## src/design/vlsu_pkg.sv

```systemverilog
package vlsu_pkg;

  //////////////////////////////
  // Sizes
  //////////////////////////////

  localparam int unsigned DataWidth    = 32;
  localparam int unsigned DataBytes    = DataWidth / 8;
  localparam int unsigned NrVregs      = 32;
  localparam int unsigned WordsPerVreg = 4;
  localparam int unsigned VregBytes    = WordsPerVreg * DataBytes;
  localparam int unsigned BufDepth     = 4;
  localparam int unsigned BufPtrWidth  = $clog2(BufDepth);

  //////////////////////////////
  // Types
  //////////////////////////////

  typedef logic [DataWidth-1:0]                    word_t;
  typedef logic [DataBytes-1:0]                    strb_t;
  typedef logic [31:0]                             addr_t;
  typedef logic [$clog2(NrVregs)-1:0]              vreg_id_t;
  typedef logic [$clog2(NrVregs*WordsPerVreg)-1:0] vrf_addr_t;
  // One extra bit so that a full vector length fits
  typedef logic [$clog2(VregBytes):0]              elem_cnt_t;
  typedef logic [BufPtrWidth-1:0]                  buf_ptr_t;
  typedef logic [BufPtrWidth:0]                    buf_cnt_t;

  typedef enum logic [1:0] {
    EW_8  = 2'd0,
    EW_16 = 2'd1,
    EW_32 = 2'd2
  } ew_e;

  typedef enum logic [1:0] {
    ST_IDLE = 2'd0,
    ST_BUSY = 2'd1,
    ST_DONE = 2'd2
  } vlsu_state_e;

  // Byte mask of one element, right aligned
  function automatic strb_t ew_mask(ew_e ew);
    strb_t mask;
    unique case (ew)
      EW_8:    mask = strb_t'(1);
      EW_16:   mask = strb_t'(3);
      default: mask = '1;
    endcase
    return mask;
  endfunction

  // Rotate a word left by whole bytes
  function automatic word_t rotl_bytes(word_t w, logic [1:0] n);
    logic [2*DataWidth-1:0] dbl;
    dbl = {w, w} << (8 * n);
    return dbl[2*DataWidth-1 -: DataWidth];
  endfunction

endpackage

```

## src/design/vlsu_ctrl.sv

```systemverilog
`timescale 1ns/1ps

module vlsu_ctrl import vlsu_pkg::*; (
  input  logic      clk_i,
  input  logic      rst_n_i,
  // Instruction from the core
  input  logic      req_valid_i,
  output logic      req_ready_o,
  input  logic      req_load_i,
  input  logic      req_strided_i,
  input  ew_e       req_vsew_i,
  input  elem_cnt_t req_vl_i,
  input  vreg_id_t  req_vd_i,
  input  addr_t     req_base_i,
  input  addr_t     req_stride_i,
  // Finished flags of the two sequencers
  input  logic      mem_done_i,
  input  logic      vrf_done_i,
  // Registered operation
  output logic      start_o,
  output logic      op_load_o,
  output ew_e       op_vsew_o,
  output elem_cnt_t op_vl_o,
  output vreg_id_t  op_vd_o,
  output addr_t     op_base_o,
  output addr_t     op_stride_o,
  // Completion
  output logic      rsp_valid_o,
  output vreg_id_t  rsp_vd_o
);

  vlsu_state_e state_q, state_d;
  logic        accept;

  logic        load_q;
  ew_e         vsew_q;
  elem_cnt_t   vl_q;
  vreg_id_t    vd_q;
  addr_t       base_q;
  addr_t       stride_q;

  assign req_ready_o = (state_q == ST_IDLE);
  assign accept      = req_valid_i & req_ready_o;

  // Counters in both sequencers restart on acceptance
  assign start_o = accept;

  //////////////////////////////
  // State machine
  //////////////////////////////

  always_comb begin
    state_d = state_q;
    unique case (state_q)
      ST_IDLE: begin
        if (accept) begin
          state_d = ST_BUSY;
        end
      end
      ST_BUSY: begin
        if (mem_done_i && vrf_done_i) begin
          state_d = ST_DONE;
        end
      end
      ST_DONE: begin
        state_d = ST_IDLE;
      end
      default: begin
        state_d = ST_IDLE;
      end
    endcase
  end

  always_ff @(posedge clk_i) begin
    if (!rst_n_i) begin
      state_q <= ST_IDLE;
      vl_q    <= '0;
    end else begin
      state_q <= state_d;
      if (accept) begin
        vl_q <= req_vl_i;
      end
    end
  end

  // Instruction register, unit stride becomes the element size
  always_ff @(posedge clk_i) begin
    if (accept) begin
      load_q   <= req_load_i;
      vsew_q   <= req_vsew_i;
      vd_q     <= req_vd_i;
      base_q   <= req_base_i;
      stride_q <= req_strided_i ? req_stride_i : (addr_t'(1) << req_vsew_i);
    end
  end

  assign op_load_o   = load_q;
  assign op_vsew_o   = vsew_q;
  assign op_vl_o     = vl_q;
  assign op_vd_o     = vd_q;
  assign op_base_o   = base_q;
  assign op_stride_o = stride_q;

  assign rsp_valid_o = (state_q == ST_DONE);
  assign rsp_vd_o    = vd_q;

endmodule

```

## src/design/vlsu_elem_buffer.sv

```systemverilog
`timescale 1ns/1ps

module vlsu_elem_buffer import vlsu_pkg::*; (
  input  logic       clk_i,
  input  logic       rst_n_i,
  input  logic       push_i,
  input  word_t      wdata_i,
  input  logic [1:0] wlane_i,
  input  logic       reserve_i,
  input  logic       pop_i,
  output word_t      rdata_o,
  output logic [1:0] rlane_o,
  output logic       empty_o,
  output logic       full_o,
  output logic       grant_o
);

  word_t      data_q [BufDepth];
  logic [1:0] lane_q [BufDepth];
  buf_ptr_t   wr_ptr_q;
  buf_ptr_t   rd_ptr_q;
  buf_cnt_t   count_q;
  buf_cnt_t   resv_q;
  logic       do_push;
  logic       do_pop;
  logic       release_slot;

  assign empty_o = (count_q == '0);
  assign full_o  = (count_q == BufDepth);
  assign do_push = push_i & !full_o;
  assign do_pop  = pop_i & !empty_o;

  // A load response fills a slot that was promised at issue
  assign release_slot = push_i & (resv_q != '0);
  assign grant_o      = ((count_q + resv_q) < BufDepth);

  assign rdata_o = data_q[rd_ptr_q];
  assign rlane_o = lane_q[rd_ptr_q];

  always_ff @(posedge clk_i) begin
    if (!rst_n_i) begin
      wr_ptr_q <= '0;
      rd_ptr_q <= '0;
      count_q  <= '0;
      resv_q   <= '0;
    end else begin
      if (do_push) begin
        wr_ptr_q <= wr_ptr_q + 1'b1;
      end
      if (do_pop) begin
        rd_ptr_q <= rd_ptr_q + 1'b1;
      end
      if (do_push && !do_pop) begin
        count_q <= count_q + 1'b1;
      end else if (do_pop && !do_push) begin
        count_q <= count_q - 1'b1;
      end
      if (reserve_i && !release_slot) begin
        resv_q <= resv_q + 1'b1;
      end else if (release_slot && !reserve_i) begin
        resv_q <= resv_q - 1'b1;
      end
    end
  end

  always_ff @(posedge clk_i) begin
    if (do_push) begin
      data_q[wr_ptr_q] <= wdata_i;
      lane_q[wr_ptr_q] <= wlane_i;
    end
  end

endmodule

```

## src/design/vlsu_mem_seq.sv

```systemverilog
`timescale 1ns/1ps

module vlsu_mem_seq import vlsu_pkg::*; (
  input  logic       clk_i,
  input  logic       rst_n_i,
  // Operation
  input  logic       start_i,
  input  logic       op_load_i,
  input  ew_e        op_vsew_i,
  input  elem_cnt_t  op_vl_i,
  input  addr_t      op_base_i,
  input  addr_t      op_stride_i,
  // Memory request
  output logic       mem_valid_o,
  input  logic       mem_ready_i,
  output logic       mem_we_o,
  output addr_t      mem_addr_o,
  output strb_t      mem_strb_o,
  output word_t      mem_wdata_o,
  // Load response
  input  logic       mem_rvalid_i,
  // Element buffer
  input  logic       buf_grant_i,
  input  logic       buf_empty_i,
  input  word_t      buf_rdata_i,
  output logic       buf_reserve_o,
  output logic       buf_pop_o,
  output logic [1:0] buf_lane_o,
  output logic       done_o
);

  elem_cnt_t  cnt_q;
  elem_cnt_t  rsp_cnt_q;
  addr_t      off_q;
  addr_t      rsp_off_q;
  addr_t      req_addr;
  addr_t      rsp_addr;
  logic       more_beats;
  logic       fire;
  logic       rsp_fire;
  logic [1:0] lane;

  //////////////////////////////
  // Request side
  //////////////////////////////

  assign more_beats = (cnt_q < op_vl_i);

  // Loads need a free slot, stores need an element
  assign mem_valid_o = more_beats & (op_load_i ? buf_grant_i : !buf_empty_i);
  assign fire        = mem_valid_o & mem_ready_i;

  assign req_addr    = op_base_i + off_q;
  assign lane        = req_addr[1:0];

  assign mem_we_o    = !op_load_i;
  assign mem_addr_o  = {req_addr[31:2], 2'b00};
  assign mem_strb_o  = ew_mask(op_vsew_i) << lane;
  assign mem_wdata_o = rotl_bytes(buf_rdata_i, lane);

  assign buf_reserve_o = fire & op_load_i;
  assign buf_pop_o     = fire & !op_load_i;

  //////////////////////////////
  // Response side
  //////////////////////////////

  // Responses return in order, so a second address walk gives their lane
  assign rsp_fire   = op_load_i & mem_rvalid_i;
  assign rsp_addr   = op_base_i + rsp_off_q;
  assign buf_lane_o = rsp_addr[1:0];

  assign done_o = !more_beats & (!op_load_i | (rsp_cnt_q == op_vl_i));

  always_ff @(posedge clk_i) begin
    if (!rst_n_i) begin
      cnt_q     <= '0;
      rsp_cnt_q <= '0;
    end else if (start_i) begin
      cnt_q     <= '0;
      rsp_cnt_q <= '0;
    end else begin
      if (fire) begin
        cnt_q <= cnt_q + 1'b1;
      end
      if (rsp_fire) begin
        rsp_cnt_q <= rsp_cnt_q + 1'b1;
      end
    end
  end

  // Byte offsets from the base, one step of stride per element
  always_ff @(posedge clk_i) begin
    if (start_i) begin
      off_q     <= '0;
      rsp_off_q <= '0;
    end else begin
      if (fire) begin
        off_q <= off_q + op_stride_i;
      end
      if (rsp_fire) begin
        rsp_off_q <= rsp_off_q + op_stride_i;
      end
    end
  end

endmodule

```

## src/design/vlsu_top.sv

```systemverilog
`timescale 1ns/1ps

module vlsu_top import vlsu_pkg::*; (
  input  logic      clk_i,
  input  logic      rst_n_i,
  // Instruction
  input  logic      req_valid_i,
  output logic      req_ready_o,
  input  logic      req_load_i,
  input  logic      req_strided_i,
  input  ew_e       req_vsew_i,
  input  elem_cnt_t req_vl_i,
  input  vreg_id_t  req_vd_i,
  input  addr_t     req_base_i,
  input  addr_t     req_stride_i,
  // Response
  output logic      rsp_valid_o,
  output vreg_id_t  rsp_vd_o,
  // Memory
  output logic      mem_valid_o,
  input  logic      mem_ready_i,
  output logic      mem_we_o,
  output addr_t     mem_addr_o,
  output strb_t     mem_strb_o,
  output word_t     mem_wdata_o,
  input  logic      mem_rvalid_i,
  input  word_t     mem_rdata_i,
  // Register file
  output logic      vrf_we_o,
  output vrf_addr_t vrf_waddr_o,
  output strb_t     vrf_wbe_o,
  output word_t     vrf_wdata_o,
  output logic      vrf_re_o,
  output vrf_addr_t vrf_raddr_o,
  input  logic      vrf_rvalid_i,
  input  word_t     vrf_rdata_i
);

  logic       start;
  logic       op_load;
  ew_e        op_vsew;
  elem_cnt_t  op_vl;
  vreg_id_t   op_vd;
  addr_t      op_base;
  addr_t      op_stride;
  logic       mem_done;
  logic       vrf_done;

  logic       buf_push;
  word_t      buf_wdata;
  logic [1:0] buf_wlane;
  logic       buf_reserve;
  logic       buf_pop;
  logic       mem_buf_pop;
  logic       vrf_buf_pop;
  word_t      buf_rdata;
  logic [1:0] buf_rlane;
  logic       buf_empty;
  logic       buf_full;
  logic       buf_grant;

  // Stores pop on the memory side, loads on the register side
  assign buf_pop = mem_buf_pop | vrf_buf_pop;

  vlsu_ctrl u_ctrl (
    .clk_i        (clk_i),
    .rst_n_i      (rst_n_i),
    .req_valid_i  (req_valid_i),
    .req_ready_o  (req_ready_o),
    .req_load_i   (req_load_i),
    .req_strided_i(req_strided_i),
    .req_vsew_i   (req_vsew_i),
    .req_vl_i     (req_vl_i),
    .req_vd_i     (req_vd_i),
    .req_base_i   (req_base_i),
    .req_stride_i (req_stride_i),
    .mem_done_i   (mem_done),
    .vrf_done_i   (vrf_done),
    .start_o      (start),
    .op_load_o    (op_load),
    .op_vsew_o    (op_vsew),
    .op_vl_o      (op_vl),
    .op_vd_o      (op_vd),
    .op_base_o    (op_base),
    .op_stride_o  (op_stride),
    .rsp_valid_o  (rsp_valid_o),
    .rsp_vd_o     (rsp_vd_o)
  );

  vlsu_mem_seq u_mem_seq (
    .clk_i        (clk_i),
    .rst_n_i      (rst_n_i),
    .start_i      (start),
    .op_load_i    (op_load),
    .op_vsew_i    (op_vsew),
    .op_vl_i      (op_vl),
    .op_base_i    (op_base),
    .op_stride_i  (op_stride),
    .mem_valid_o  (mem_valid_o),
    .mem_ready_i  (mem_ready_i),
    .mem_we_o     (mem_we_o),
    .mem_addr_o   (mem_addr_o),
    .mem_strb_o   (mem_strb_o),
    .mem_wdata_o  (mem_wdata_o),
    .mem_rvalid_i (mem_rvalid_i),
    .buf_grant_i  (buf_grant),
    .buf_empty_i  (buf_empty),
    .buf_rdata_i  (buf_rdata),
    .buf_reserve_o(buf_reserve),
    .buf_pop_o    (mem_buf_pop),
    .buf_lane_o   (buf_wlane),
    .done_o       (mem_done)
  );

  vlsu_vrf_seq u_vrf_seq (
    .clk_i       (clk_i),
    .rst_n_i     (rst_n_i),
    .start_i     (start),
    .op_load_i   (op_load),
    .op_vsew_i   (op_vsew),
    .op_vl_i     (op_vl),
    .op_vd_i     (op_vd),
    .vrf_we_o    (vrf_we_o),
    .vrf_waddr_o (vrf_waddr_o),
    .vrf_wbe_o   (vrf_wbe_o),
    .vrf_wdata_o (vrf_wdata_o),
    .vrf_re_o    (vrf_re_o),
    .vrf_raddr_o (vrf_raddr_o),
    .vrf_rvalid_i(vrf_rvalid_i),
    .vrf_rdata_i (vrf_rdata_i),
    .mem_rvalid_i(mem_rvalid_i),
    .mem_rdata_i (mem_rdata_i),
    .buf_empty_i (buf_empty),
    .buf_full_i  (buf_full),
    .buf_rdata_i (buf_rdata),
    .buf_lane_i  (buf_rlane),
    .buf_push_o  (buf_push),
    .buf_wdata_o (buf_wdata),
    .buf_pop_o   (vrf_buf_pop),
    .done_o      (vrf_done)
  );

  vlsu_elem_buffer u_elem_buffer (
    .clk_i    (clk_i),
    .rst_n_i  (rst_n_i),
    .push_i   (buf_push),
    .wdata_i  (buf_wdata),
    .wlane_i  (buf_wlane),
    .reserve_i(buf_reserve),
    .pop_i    (buf_pop),
    .rdata_o  (buf_rdata),
    .rlane_o  (buf_rlane),
    .empty_o  (buf_empty),
    .full_o   (buf_full),
    .grant_o  (buf_grant)
  );

endmodule

```

## src/design/vlsu_vrf_seq.sv

```systemverilog
`timescale 1ns/1ps

module vlsu_vrf_seq import vlsu_pkg::*; (
  input  logic       clk_i,
  input  logic       rst_n_i,
  // Operation
  input  logic       start_i,
  input  logic       op_load_i,
  input  ew_e        op_vsew_i,
  input  elem_cnt_t  op_vl_i,
  input  vreg_id_t   op_vd_i,
  // Register file write
  output logic       vrf_we_o,
  output vrf_addr_t  vrf_waddr_o,
  output strb_t      vrf_wbe_o,
  output word_t      vrf_wdata_o,
  // Register file read
  output logic       vrf_re_o,
  output vrf_addr_t  vrf_raddr_o,
  input  logic       vrf_rvalid_i,
  input  word_t      vrf_rdata_i,
  // Load responses feed the buffer directly
  input  logic       mem_rvalid_i,
  input  word_t      mem_rdata_i,
  // Element buffer
  input  logic       buf_empty_i,
  input  logic       buf_full_i,
  input  word_t      buf_rdata_i,
  input  logic [1:0] buf_lane_i,
  output logic       buf_push_o,
  output word_t      buf_wdata_o,
  output logic       buf_pop_o,
  output logic       done_o
);

  elem_cnt_t  cnt_q;
  logic       rd_pend_q;
  elem_cnt_t  byte_off;
  vrf_addr_t  vaddr;
  logic [1:0] vrf_lane;
  logic [1:0] load_rot;
  logic [1:0] store_rot;
  logic       more_elems;
  logic       st_push;
  strb_t      mask;
  word_t      st_elem;

  assign more_elems = (cnt_q < op_vl_i);
  assign mask       = ew_mask(op_vsew_i);

  // Element k starts at byte k * size of register vd
  assign byte_off = cnt_q << op_vsew_i;
  assign vrf_lane = byte_off[1:0];
  assign vaddr    = (vrf_addr_t'(op_vd_i) << $clog2(WordsPerVreg))
                  | vrf_addr_t'(byte_off >> $clog2(DataBytes));

  assign vrf_waddr_o = vaddr;
  assign vrf_raddr_o = vaddr;

  //////////////////////////////
  // Load path
  //////////////////////////////

  assign vrf_we_o    = op_load_i & more_elems & !buf_empty_i;
  // Move the element from its memory lane to its register lane
  assign load_rot    = vrf_lane - buf_lane_i;
  assign vrf_wdata_o = rotl_bytes(buf_rdata_i, load_rot);
  assign vrf_wbe_o   = mask << vrf_lane;
  assign buf_pop_o   = vrf_we_o;

  //////////////////////////////
  // Store path
  //////////////////////////////

  // One read at a time, and only with room to take its answer
  assign vrf_re_o  = !op_load_i & more_elems & !buf_full_i & !rd_pend_q;
  assign st_push   = !op_load_i & rd_pend_q & vrf_rvalid_i;
  assign store_rot = 2'd0 - vrf_lane;

  // Right align the element and clear the other bytes
  always_comb begin
    st_elem = rotl_bytes(vrf_rdata_i, store_rot);
    for (int b = 0; b < DataBytes; b++) begin
      if (!mask[b]) begin
        st_elem[8*b +: 8] = '0;
      end
    end
  end

  assign buf_push_o  = op_load_i ? mem_rvalid_i : st_push;
  assign buf_wdata_o = op_load_i ? mem_rdata_i : st_elem;

  // Stores count on the answer, so nothing is left pending here
  assign done_o = !more_elems;

  always_ff @(posedge clk_i) begin
    if (!rst_n_i) begin
      cnt_q     <= '0;
      rd_pend_q <= 1'b0;
    end else begin
      if (start_i) begin
        cnt_q <= '0;
      end else if (vrf_we_o || st_push) begin
        cnt_q <= cnt_q + 1'b1;
      end
      if (vrf_re_o) begin
        rd_pend_q <= 1'b1;
      end else if (vrf_rvalid_i) begin
        rd_pend_q <= 1'b0;
      end
    end
  end

endmodule

```

## config.mk

```make
export PLATFORM = sky130hd
export DESIGN_NAME = vlsu_top
export DESIGN_NICKNAME = d
export VERILOG_FILES = /design/src/design/vlsu_pkg.sv /design/src/design/vlsu_ctrl.sv /design/src/design/vlsu_elem_buffer.sv /design/src/design/vlsu_mem_seq.sv /design/src/design/vlsu_top.sv /design/src/design/vlsu_vrf_seq.sv
export SDC_FILE = /design/constraint.sdc
export NUM_CORES = 1
export LEC_CHECK = 0
export BUFFER_PORTS_ARGS = -buffer_cell sky130_fd_sc_hd__buf_4
export CORE_ASPECT_RATIO = 0.8
export CORE_MARGIN = 2
export CORE_UTILIZATION = 30
export CTS_CLUSTER_SIZE = 20
export DETAILED_ROUTE_END_ITERATION = 7
export PLACE_DENSITY = 0.45
export SLEW_MARGIN = 20
export SYNTH_ARGS = -nofsm -noshare
export SYNTH_HDL_FRONTEND = slang
export SYNTH_SLANG_ARGS = --single-unit
```

## constraint.sdc

```tcl
create_clock -name clk_i -period 8.4 [get_ports clk_i]
set_input_delay 1.68 -clock clk_i [delete_from_list [all_inputs] [get_ports clk_i]]
set_output_delay 1.68 -clock clk_i [all_outputs]
set_load 0.05 [all_outputs]
```

==> qor.csv <==
stage,metric,value,unit
synth,YS warnings,0,
worst_setup_path,CP max stage delay,1.25,ns
floorplanning,Core Area,0.0540,mm2
drt,drt first pass iters,5,
cts,maximum buffer depth of the clock tree,3,
worst_setup_path,crit path kind,reg2out,
cts,worst-skew pair later-pin latency,0.54,ns
synth,synthesized instance count,1355,
place,gpl congestion,0.846,
cts,clock root cell,clkbuf_16,
worst_setup_path,crit-path leading delay family,buffers and inverters,
layout,post-layout net count,1835,
sta,worst slew pin tran,0.987,ns
global_routing,gr ovfl total,0,
sta,unrepaired setup endpoints after global routing,false,
sta,worst rel slew slack,34.2,%
global_routing,initial antenna violation count,3,
hold_path,WHS Path Cells,2,
synth,leading area contributor after synthesis,edfxtp_1,
sta,Fin Setup TNS,0,ns
cts,total CTS buffers,36,
floorplanning,# rows,76,
cts,Clock Pin Slew Worst Setup and Hold Paths,0.06,ns
floorplanning,Die Footprint,0.0567,mm2
sta,final worst setup slack,2.23,ns
worst_setup_path,CP Depth,8,
cts,Post-CTS Hold Buffers,0,
worst_setup_path,FF-to-FF path depth,9,
floorplanning,die height,213,um
sta,Worst Clk Skew,0.0197,ns
cts,post-CTS sizing,0,
power,Cell Pwr Density,374,mW/mm2
worst_setup_path,Worst Path Required,6.72,ns
synth,most frequent cell after synthesis,edfxtp_1,
worst_setup_path,crit start category,flip-flop,
layout,Area Overhead vs Synth,23.2,%
floorplanning,Die Width,266,um
synth,library cells used by synthesis,71,
cts,CTS tree,built,
layout,fin util,37.5,%
synth,post-synthesis async set-or-reset flop share,0,%
drt,DR vias/cell,5.11,
sta,Final min period,6.17,ns
synth,post-synth top area share,38.0,%
worst_setup_path,WP buf/inv,3,
sta,final hold vios,0,
sta,Final Max Tran Viols,0,
place,port bufs,274,
layout,layout cells sized above 1,28.1,%
drt,initial DRC count,762,
global_routing,largest net degree at the start of global routing,70,
cts,clock sinks,277,
synth,Mapped Area,0.0164,mm2
status,status,finished clean,
global_routing,GRT Resource Usage Total,16.4,%
cts,Post-CTS Setup Repair Bufs,0,
power,Leak,7.90,nW
synth,post-synthesis sequential area ratio,46.4,%
hold_path,worst min path class,reg2reg,
floorplanning,initial cell density of the core,30.4,%
place,Placement Setup Slack,2.69,ns
global_routing,number of global-route vias before repair,11700,
floorplanning,Ports,277,
sta,setup violators final,0,
synth,synth cell count leaders,"208 x edfxtp_1, 137 x nand2_1, 99 x mux4_2",
synth,Post-synth top flop,edfxtp_1,
worst_setup_path,CP arrival,4.49,ns
drt,DRC viols,0,
run,max cap viols,0,
synth,Post-synth EDFFs,208,
power,Peak VDD IR,0.299,mV
drt,via count,11900,
worst_setup_path,CP cell instances,nor2_1 > and2_1 > buf_4 > clkinv_1 > ha_2 > mux2i_1 > mux2i_1 > buf_4,
place,DP HPWL,34.8,mm
drt,WL per Instance,20.3,um
drt,final antenna-violating net count,0,
cts,CTS H-tree depth,2,
worst_setup_path,crit end category,output port,
synth,Mean Syn Cell Area,12.1,um2
worst_setup_path,worst-path fanout max,32,
sta,Peak Freq,162,MHz
worst_setup_path,CP max stage cell,ha_2,
sta,Final period util,73.5,%
drt,final WL,47.2,mm
global_routing,first-pass GRT wire length,71.1,mm
synth,Yosys reg bits,277,
synth,top area cells in the synthesized netlist,"edfxtp_1 38%, mux4_2 14%, dfxtp_1 8.4%",
[metal layers]
metal	GRT usage, %	part of all wire, %
met1	25.6	52
met2	23.6	42
met3	2.55	4.5
met4	4.01	1.8
met5	0	0.053
[cell families after synthesis]
| logic type | synth area share, % |
|---|---|
| flops | 46.4 |
| xor+xnor | 4.48 |
| compound gates | 11.5 |
| mux | 17.8 |
| buf+inv | 3.11 |
| other cells | 0.0228 |
| fa+ha+maj | 6.96 |
| simple gates | 9.73 |
[worst paths after layout]
kind                                     startpoint                          to  slack, ns
worst max register to register  u_ctrl.op_vsew_o[0]  u_elem_buffer.data_q[0][2]       4.28
worst min register to register   u_mem_seq.off_q[9]          u_mem_seq.off_q[9]       0.48
worst max-delay path            u_ctrl.op_vsew_o[0]             vrf_wdata_o[18]       2.23
worst min-delay path             u_mem_seq.off_q[9]          u_mem_seq.off_q[9]       0.48
[registers in the layout (all words and copies together), names as in the netlist, named ones only]
register,cells
u_elem_buffer.resv_q,3
u_mem_seq.rsp_off_q,2
u_ctrl.op_base_o,32
u_vrf_seq.cnt_q,5
u_mem_seq.rsp_cnt_q,5
u_elem_buffer.wr_ptr_q,2
u_mem_seq.off_q,32
u_ctrl.op_load_o,1
u_elem_buffer.rd_ptr_q,2
u_mem_seq.cnt_q,5
u_ctrl.op_vl_o,5
u_elem_buffer.count_q,3
u_vrf_seq.rd_pend_q,1
u_ctrl.op_vd_o,5
u_ctrl.op_stride_o,32
u_ctrl.op_vsew_o,2
u_ctrl.state_q,2
u_elem_buffer.lane_q,8
u_elem_buffer.data_q,128
[cells in the final DEF, fill, tap and decap left out, types with 20 or more instances in the layout]
cell / count
nand4_1: 25
a21o_1: 29
nand3_1: 20
dfxtp_1: 68
mux4_2: 99
buf_4: 289
nor2_1: 52
nand2_1: 137
o21ai_0: 57
inv_1: 27
edfxtp_1: 208
and2_1: 43
xor2_1: 28
ha_1: 83
clkbuf_16: 38
a22o_1: 24
a21oi_1: 90
xnor2_1: 55
mux2i_1: 69
[where the power goes]
| part | internal, W | switching (W) |
|---|---|---|
| clock | 0.000889 | 0.000589 |
| combinational | 0.00149 | 0.00285 |
| sequential | 0.00165 | 0.000109 |
| total | 0.00403 | 0.00355 |
[through the flow]
| stage | std cells | hold WS [ns] | total power [W] | instance area (um2) |
|---|---|---|---|---|
| 6_report | 2327 | 0.485 | 0.00758 | 20300 |
| 3_5_place_dp | 2262 | 0.480 | 0.00615 | 19100 |
| 5_1_grt | 2327 | 0.509 | 0.00798 | 20300 |
| 4_1_cts | 2326 | 0.490 | 0.00766 | 20200 |
| 3_3_place_gp | 2262 | 0.469 | 0.00613 | 19100 |
| 2_1_floorplan | 1356 | 0.449 | 0.00496 | 16400 |
[tightest hold or removal path, stage by stage, from the launching register on]
cell and delay, ns:
dfxtp_1 0.33, nand2_1 0.06, a21oi_1 0.05
[area by class of cell]
cell class	count	area (um2)
inverters	29	111
multi-input cells	965	8330
diodes	1	2.50
repair buffers	289	2170
well taps	702	878
fillers	5330	33800
clock buffers	54	1040
flip-flops and latches	277	7630
clock inverters	10	88.8
No activity file was read; power rests on OpenSTA's default activity.
